## src/op_pkg.sv

```systemverilog
// operation definitions for the integer execute cluster
// datapath width, alu opcodes and branch compare kinds

package op_pkg;

	// operand and result width
	localparam int XLEN = 32;

	// opcodes shared by both functional units
	typedef enum logic [2:0] {
		OP_ADD = 3'd0,
		OP_SUB = 3'd1,
		OP_AND = 3'd2,
		OP_OR  = 3'd3,
		OP_XOR = 3'd4
	} alu_op_t;

	// add/sub unit handles OP_ADD and OP_SUB
	// logic unit handles OP_AND, OP_OR and OP_XOR

	// branch compare kinds
	typedef enum logic [1:0] {
		BR_NONE = 2'b00, // plain arithmetic
		BR_NE   = 2'b01, // taken when rs1 != rs2
		BR_EQ   = 2'b10, // taken when rs1 == rs2
		BR_LT   = 2'b11  // signed rs1 < rs2
	} br_type_t;

	// any branch forces a subtract in the add/sub unit

endpackage

```

## src/cdb_pkg.sv

```systemverilog
// common data bus definitions
// rob tag width and the source ids the cdb arbiter grants between

package cdb_pkg;

	// reorder buffer entry index
	localparam int ROB_TAG_W = 4;

	// units that can drive the cdb
	typedef enum logic {
		SRC_ADD   = 1'b0,
		SRC_LOGIC = 1'b1
	} cdb_src_t;

	// arbiter remembers the last winner as a cdb_src_t
	// reset value SRC_LOGIC hands the first tie to the add/sub unit

endpackage

```

## src/ripple_adder.sv

```systemverilog
// ripple carry adder/subtractor
// subtracts by inverting b with carry in set, reports zero, negative and overflow

`timescale 1ns/1ps

module ripple_adder
	import op_pkg::*;
(
	input  logic [XLEN-1:0] a,
	input  logic [XLEN-1:0] b,
	input  logic            sub,
	output logic [XLEN-1:0] sum,
	output logic            zero,
	output logic            negative,
	output logic            overflow
);

	logic [XLEN-1:0] b_eff;
	logic [XLEN:0]   carry;
	logic [XLEN-1:0] half; // a xor b per bit

	assign b_eff    = sub ? ~b : b;
	assign carry[0] = sub; // +1 completes two's complement

	genvar i;
	generate
		for (i = 0; i < XLEN; i++) begin : g_fa
			assign half[i]    = a[i] ^ b_eff[i];
			assign sum[i]     = half[i] ^ carry[i];
			assign carry[i+1] = (a[i] & b_eff[i]) | (half[i] & carry[i]);
		end
	endgenerate

	// signed overflow when carry into and out of the msb differ
	assign overflow = carry[XLEN] ^ carry[XLEN-1];
	assign zero     = ~|sum;
	assign negative = sum[XLEN-1];

endmodule

```

## src/add_sub_unit.sv

```systemverilog
// add/sub functional unit
// adds or subtracts rs1 and rs2, resolves BNE/BEQ/BLT
// and holds the tagged result until the cdb takes it

`timescale 1ns/1ps

module add_sub_unit
	import op_pkg::*;
	import cdb_pkg::*;
(
	input  logic                 clk,
	input  logic                 rst_n,
	input  logic                 valid,
	input  logic                 yumi,
	input  alu_op_t              op,
	input  br_type_t             br_type,
	input  logic [ROB_TAG_W-1:0] rob_tag,
	input  logic [XLEN-1:0]      rs1,
	input  logic [XLEN-1:0]      rs2,
	output logic                 ready,
	output logic                 done,
	output logic [ROB_TAG_W-1:0] rob_out,
	output logic [XLEN-1:0]      result,
	output logic                 branch_taken
);

	logic            sub;
	logic [XLEN-1:0] sum;
	logic            zero;
	logic            negative;
	logic            overflow;
	logic            taken;
	logic            accept;

	// branches compare by subtraction
	assign sub = (op == OP_SUB) || (br_type != BR_NONE);

	ripple_adder adder_i (
		.a        (rs1),
		.b        (rs2),
		.sub      (sub),
		.sum      (sum),
		.zero     (zero),
		.negative (negative),
		.overflow (overflow)
	);

	always_comb begin
		case (br_type)
			BR_NE:   taken = !zero;
			BR_EQ:   taken = zero;
			BR_LT:   taken = negative ^ overflow; // signed less than
			default: taken = 1'b0;
		endcase
	end

	assign ready  = !done;
	assign accept = valid && ready;

	always_ff @(posedge clk or negedge rst_n) begin
		if (!rst_n) begin
			done <= 1'b0;
		end else if (accept) begin
			done <= 1'b1;
		end else if (yumi) begin
			done <= 1'b0; // free again next cycle
		end
	end

	// captured on issue, stable while done
	always_ff @(posedge clk) begin
		if (accept) begin
			result       <= sum;
			branch_taken <= taken;
			rob_out      <= rob_tag;
		end
	end

	// issuer has to wait for ready
	a_issue_when_ready: assert property (
		@(posedge clk) disable iff (!rst_n) valid |-> ready
	);

	// the arbiter only grants a finished unit
	a_yumi_needs_done: assert property (
		@(posedge clk) disable iff (!rst_n) yumi |-> done
	);

endmodule

```

## src/logic_unit.sv

```systemverilog
// logic functional unit
// AND/OR/XOR of rs1 and rs2, result held with its rob tag until taken

`timescale 1ns/1ps

module logic_unit
	import op_pkg::*;
	import cdb_pkg::*;
(
	input  logic                 clk,
	input  logic                 rst_n,
	input  logic                 valid,
	input  logic                 yumi,
	input  alu_op_t              op,
	input  logic [ROB_TAG_W-1:0] rob_tag,
	input  logic [XLEN-1:0]      rs1,
	input  logic [XLEN-1:0]      rs2,
	output logic                 ready,
	output logic                 done,
	output logic [ROB_TAG_W-1:0] rob_out,
	output logic [XLEN-1:0]      result
);

	logic [XLEN-1:0] logic_res;
	logic            accept;

	always_comb begin
		case (op)
			OP_OR:   logic_res = rs1 | rs2;
			OP_XOR:  logic_res = rs1 ^ rs2;
			default: logic_res = rs1 & rs2; // OP_AND
		endcase
	end

	assign ready  = !done;
	assign accept = valid && ready;

	always_ff @(posedge clk or negedge rst_n) begin
		if (!rst_n) begin
			done <= 1'b0;
		end else if (accept) begin
			done <= 1'b1;
		end else if (yumi) begin
			done <= 1'b0;
		end
	end

	always_ff @(posedge clk) begin
		if (accept) begin
			result  <= logic_res;
			rob_out <= rob_tag;
		end
	end

	a_issue_when_ready: assert property (
		@(posedge clk) disable iff (!rst_n) valid |-> ready
	);

	// add/sub opcodes belong to the other unit
	a_logic_op_only: assert property (
		@(posedge clk) disable iff (!rst_n)
		valid |-> (op inside {OP_AND, OP_OR, OP_XOR})
	);

endmodule

```

## src/cdb_arbiter.sv

```systemverilog
// cdb arbiter
// grants the bus to one finished unit per cycle, round robin on ties,
// and muxes the winner's tag, result and branch bit onto the cdb

`timescale 1ns/1ps

module cdb_arbiter
	import op_pkg::*;
	import cdb_pkg::*;
(
	input  logic                 clk,
	input  logic                 rst_n,
	input  logic                 add_done,
	input  logic [ROB_TAG_W-1:0] add_rob,
	input  logic [XLEN-1:0]      add_result,
	input  logic                 add_taken,
	input  logic                 logic_done,
	input  logic [ROB_TAG_W-1:0] logic_rob,
	input  logic [XLEN-1:0]      logic_result,
	output logic                 add_yumi,
	output logic                 logic_yumi,
	output logic                 cdb_valid,
	output logic [ROB_TAG_W-1:0] cdb_rob,
	output logic [XLEN-1:0]      cdb_result,
	output logic                 cdb_branch_taken
);

	cdb_src_t last_win;
	cdb_src_t winner;

	// on a tie the unit that lost last time goes first
	assign add_yumi   = add_done && (!logic_done || last_win == SRC_LOGIC);
	assign logic_yumi = logic_done && (!add_done || last_win == SRC_ADD);
	assign cdb_valid  = add_yumi || logic_yumi;
	assign winner     = logic_yumi ? SRC_LOGIC : SRC_ADD;

	always_ff @(posedge clk or negedge rst_n) begin
		if (!rst_n) begin
			last_win <= SRC_LOGIC; // add wins the first tie
		end else if (cdb_valid) begin
			last_win <= winner;
		end
	end

	always_comb begin
		case (winner)
			SRC_LOGIC: begin
				cdb_rob          = logic_rob;
				cdb_result       = logic_result;
				cdb_branch_taken = 1'b0; // logic ops never branch
			end
			default: begin
				cdb_rob          = add_rob;
				cdb_result       = add_result;
				cdb_branch_taken = add_taken && add_yumi;
			end
		endcase
	end

	a_one_grant: assert property (
		@(posedge clk) disable iff (!rst_n) !(add_yumi && logic_yumi)
	);

endmodule

```

## src/exec_cluster.sv

```systemverilog
// integer execute cluster
// add/sub and logic units sharing one common data bus through a round robin arbiter

`timescale 1ns/1ps

module exec_cluster
	import op_pkg::*;
	import cdb_pkg::*;
(
	input  logic                 clk,
	input  logic                 rst_n,
	input  logic                 add_valid,
	input  logic                 logic_valid,
	input  alu_op_t              op,
	input  br_type_t             br_type,
	input  logic [ROB_TAG_W-1:0] rob_tag,
	input  logic [XLEN-1:0]      rs1,
	input  logic [XLEN-1:0]      rs2,
	output logic                 add_ready,
	output logic                 logic_ready,
	output logic                 cdb_valid,
	output logic [ROB_TAG_W-1:0] cdb_rob,
	output logic [XLEN-1:0]      cdb_result,
	output logic                 cdb_branch_taken
);

	logic                 add_done;
	logic                 add_yumi;
	logic [ROB_TAG_W-1:0] add_rob;
	logic [XLEN-1:0]      add_result;
	logic                 add_taken;
	logic                 logic_done;
	logic                 logic_yumi;
	logic [ROB_TAG_W-1:0] logic_rob;
	logic [XLEN-1:0]      logic_result;

	add_sub_unit add_sub_i (
		.clk          (clk),
		.rst_n        (rst_n),
		.valid        (add_valid),
		.yumi         (add_yumi),
		.op           (op),
		.br_type      (br_type),
		.rob_tag      (rob_tag),
		.rs1          (rs1),
		.rs2          (rs2),
		.ready        (add_ready),
		.done         (add_done),
		.rob_out      (add_rob),
		.result       (add_result),
		.branch_taken (add_taken)
	);

	logic_unit logic_i (
		.clk     (clk),
		.rst_n   (rst_n),
		.valid   (logic_valid),
		.yumi    (logic_yumi),
		.op      (op),
		.rob_tag (rob_tag),
		.rs1     (rs1),
		.rs2     (rs2),
		.ready   (logic_ready),
		.done    (logic_done),
		.rob_out (logic_rob),
		.result  (logic_result)
	);

	cdb_arbiter arb_i (
		.clk              (clk),
		.rst_n            (rst_n),
		.add_done         (add_done),
		.add_rob          (add_rob),
		.add_result       (add_result),
		.add_taken        (add_taken),
		.logic_done       (logic_done),
		.logic_rob        (logic_rob),
		.logic_result     (logic_result),
		.add_yumi         (add_yumi),
		.logic_yumi       (logic_yumi),
		.cdb_valid        (cdb_valid),
		.cdb_rob          (cdb_rob),
		.cdb_result       (cdb_result),
		.cdb_branch_taken (cdb_branch_taken)
	);

endmodule

```

## config.mk

```make
export PLATFORM = sky130hd
export DESIGN_NAME = exec_cluster
export DESIGN_NICKNAME = d
export VERILOG_FILES = /design/src/op_pkg.sv /design/src/cdb_pkg.sv /design/src/ripple_adder.sv /design/src/add_sub_unit.sv /design/src/logic_unit.sv /design/src/cdb_arbiter.sv /design/src/exec_cluster.sv
export SDC_FILE = /design/constraint.sdc
export NUM_CORES = 1
export LEC_CHECK = 0
export BUFFER_PORTS_ARGS = -buffer_cell sky130_fd_sc_hd__buf_2
export CAP_MARGIN = 0
export CORE_ASPECT_RATIO = 0.5
export CORE_MARGIN = 2
export CORE_UTILIZATION = 58
export CTS_BUF_LIST = sky130_fd_sc_hd__clkbuf_2 sky130_fd_sc_hd__clkbuf_4 sky130_fd_sc_hd__clkbuf_8
export CTS_CLUSTER_SIZE = 28
export DETAILED_ROUTE_END_ITERATION = 6
export PLACE_DENSITY_LB_ADDON = 0.12
export SLEW_MARGIN = 20
export SYNTH_ARGS = -nofsm -noshare
export SYNTH_HDL_FRONTEND = slang
export SYNTH_SLANG_ARGS = --single-unit
```

## constraint.sdc

```tcl
create_clock -name clk -period 3.75 [get_ports clk]
set_clock_uncertainty 0.05 [all_clocks]
set_input_delay 0.5625 -clock clk [delete_from_list [all_inputs] [get_ports clk]]
set_output_delay 0.5625 -clock clk [all_outputs]
set_load 0.03 [all_outputs]
```

==> metrics.csv <==
stage,metric,value,unit
outcome,outcome,"complete, but fails checks",
outcome,failed_checks,setup timing,
layout,area_growth,29.8,%
layout,final_cell_mix,"buf_2 (115), buf_4 (84), inv_1 (81), edfxtp_1 (73), ha_1 (64)",
synth,synth_area_leaders,"edfxtp_1 (38%), ha_1 (14%), fa_1 (11%), xnor2_2 (8.2%), mux2_1 (7.1%)",
layout,final_cell_area,7460,sq um
sta,fin_crit_sh,366,%
routing,top_layer,met4,
synth,synth.distinct_cells,31,
synth,netlist.top_cell.by_area,edfxtp_1,
clock_tree,cts_htree_levels,3,
sta,setup_viol,26,
synth,synth_cells,450,
clock_tree,cts_buffers,9,
synth,synth-edff-count,73,
routing,wl,12.8,mm
global_route,antenna_found_initial,0,
power,peakVddDrop,0.000250,V
synth,netlist_area,5750,sq um
global_route,grt_max_degree,34,
place,hpwlAfterDp,9.60,mm
sta,fmax,0.0730,GHz
clock_tree,tritoncts,yes,
die,initial_utilization,60.2,%
place,place_congestion,0.752,
synth,synth-warning-count,0,
run,drv_cap,0,
power,clkPwrFrac,21.3,%
routing,wl_met1,5.30,mm
setup_path,setup.worst_path.start_class,input port,
power,pwr-share-comb,46.2,%
clock_tree,clk_latency,0.37,ns
setup_path,critical_path.max_fanout,3,
hold_path,hold_class,input port to flop,
power,swShare,38.6,%
power,cellPowerDensity,517,nW/um^2
die,placeableCoreArea,9540,sq um
layout,drive_gt1_share,46.8,%
synth,async_reset_ff_share,3.95,%
sta,holdWs,0.335,ns
routing,antenna_left,0,
global_route,grt_pass1_wl,20.0,mm
power,total_leakage_power,3.66,nW
die,die_height,74.4,microns
power,p_sw,1.49,mW
global_route,grt-ovfl-total,0,
clock_tree,ctsLongestPathBuffers,2,
sta,fin_crit,13.71,ns
routing,firstDrtPassIters,5,
setup_path,max_stage_delay,0.55,ns
layout,regArea,2270,sq um
die,dieArea,10800,sq um
sta,drv_slew,0,
global_route,track_usage,25.4,%
place,portBuffers,116,
routing,vias,4017,
global_route,grt_pass1_vias,4124,
power,pwr-share-seq,32.5,%
setup_path,worst_path_max_delay_cell,fa_1,
layout,nFillCells,606,
sta,setup_ws,-9.96,ns
routing,drc,0,
routing,vias_per_cell,5.10,
layout,finalNetCount,820,
sta,slew_headroom,45.6,%
synth,synth_top_area_share,38.1,%
sta,worst_slew_pin_slew,0.815,ns
clock_tree,root_buffer,clkbuf_8,
layout,layout_commonest_cell,buf_2,
synth,avgSynthCellArea,12.8,sq um
setup_path,path_class,input port to flop,
synth,synth-seq-area-share,39.5,%
routing,met3WireLength,760,microns
power,p_int,2.37,mW
die,die_width,145,microns
synth,ys_seq_elements,76,
sta,hold_viol_final,0,
setup_path,crit_top_cell,fa_2,
setup_path,end_kind,flop,
sta,rsz0062_at_grt,yes,
synth,syn_nets,623,
routing,drt-initial-drc-count,128,
routing,wl_met2,6.54,mm
routing,wire_per_inst,16.3,microns
die,rows,25,
clock_tree,clkSinkCount,76,
place,place_area,7140,sq um
layout,antenna_cells,0,
clock_tree,path_clk_slew,0.08,ns
die,io_pins,117,
setup_path,crit_required,3.82,ns
synth,synth_top_flop_cell,edfxtp_1,
sta,tns,-130.71,ns
setup_path,cp.arrival,13.78,ns
layout,post-route-util,78.2,%
layout,multi_input_area,3130,sq um
## worst max-delay path: cells and delay by family
family,cells,cell delay (ns)
adders and majority gates,31,11.80
and+or+nand+nor,6,1.14
xor gates and xnor gates,1,0.14
buffers and inverters,1,0.09
## power groups by stage
stage | combinational (mW) | sequential [mW] | clock, mW
2_1_floorplan | 1.18 | 1.25 | 0
3_3_place_gp | 1.72 | 1.26 | 0
3_5_place_dp | 1.76 | 1.27 | 0
4_1_cts | 1.79 | 1.25 | 0.830
5_1_grt | 1.93 | 1.27 | 0.857
6_report | 1.78 | 1.25 | 0.823
## final timing paths
| check | startpoint | to | slack [ns] | depth (start not counted) |
|---|---|---|---|---|
| worst max-delay path | op[0] | add_sub_i.branch_taken | -9.96 | 39 |
| worst min-delay path | rob_tag[1] | logic_i.rob_out[1] | 0.34 | 1 |
| worst max register to register | add_sub_i.done | add_sub_i.result[19] | 1.87 | 2 |
| worst min register to register | arb_i.last_win | arb_i.last_win | 0.47 | 2 |
| max in group asynchronous | rst_n | arb_i.last_win | 2.99 | 2 |
| min in group asynchronous | rst_n | add_sub_i.done | 0.46 | 2 |
## per-layer routing
| metal | GRT usage [%] | up-vias |
|---|---|---|
| met5 | 0 | - |
| met4 | 8.63 | 0 |
| met3 | 4.76 | 23 |
| met2 | 45.5 | 126 |
| met1 | 31.8 | 1949 |
| li1 | - | 1919 |
## layout make-up
| type | count | share of cell area (%) |
|---|---|---|
| Timing Repair Buffer | 203 | 16.9 |
| Tap cell | 135 | 2.26 |
| Clock buffer | 9 | 1.66 |
| Multi-Input combinational cell | 258 | 41.9 |
| Inverter | 99 | 4.98 |
| Clock inverter | 7 | 1.86 |
| Sequential cell | 76 | 30.4 |
## synth_stat cells, drive strengths merged (3+ instances only)
master and instances:
inv 99, edfxtp 73, ha 64, mux2 36, nor2 35, a221o 32, fa 32, xnor2 31
buf 11, nand4 7, clkbuf 6, nand2 3, nor2b 3, nor3b 3
## flip-flops by register name, summed over array words and instances, names as in the netlist
name and count:
logic_i.done 1, add_sub_i.done 1, logic_i.result 32, add_sub_i.result 32, add_sub_i.rob_out 4, logic_i.rob_out 4
add_sub_i.branch_taken 1, arb_i.last_win 1
## cells by family (layout without fill, tap and decap cells)
group / Yosys count / count (layout) / synth area share [%]
fa+ha+maj: 96 / 96 / 25.1
mux: 37 / 37 / 7.23
compound gates: 36 / 36 / 6.16
xor+xnor: 31 / 31 / 8.51
buf+inv: 116 / 318 / 8.47
simple gates: 58 / 58 / 5.07
flops: 76 / 76 / 39.5
## stage by stage
step	setup slack, ns	std cells	power [mW]
floorplan	-9.87	450	2.44
global placement	-10.15	768	2.98
detailed placement	-10.42	768	3.03
CTS	-10.04	787	3.88
global route	-10.34	787	4.06
finish	-9.96	787	3.86
## repair_timing
item | CTS | global route
gates resized for setup | 12 | 10
hold buffers | 1 | 0
pin swaps | 0 | 0
setup buffers | 2 | 1
endpoints found under the setup margin | 26 | 26
endpoints found under the hold margin | 2 | 0
No activity file was read; power rests on OpenSTA's default activity.
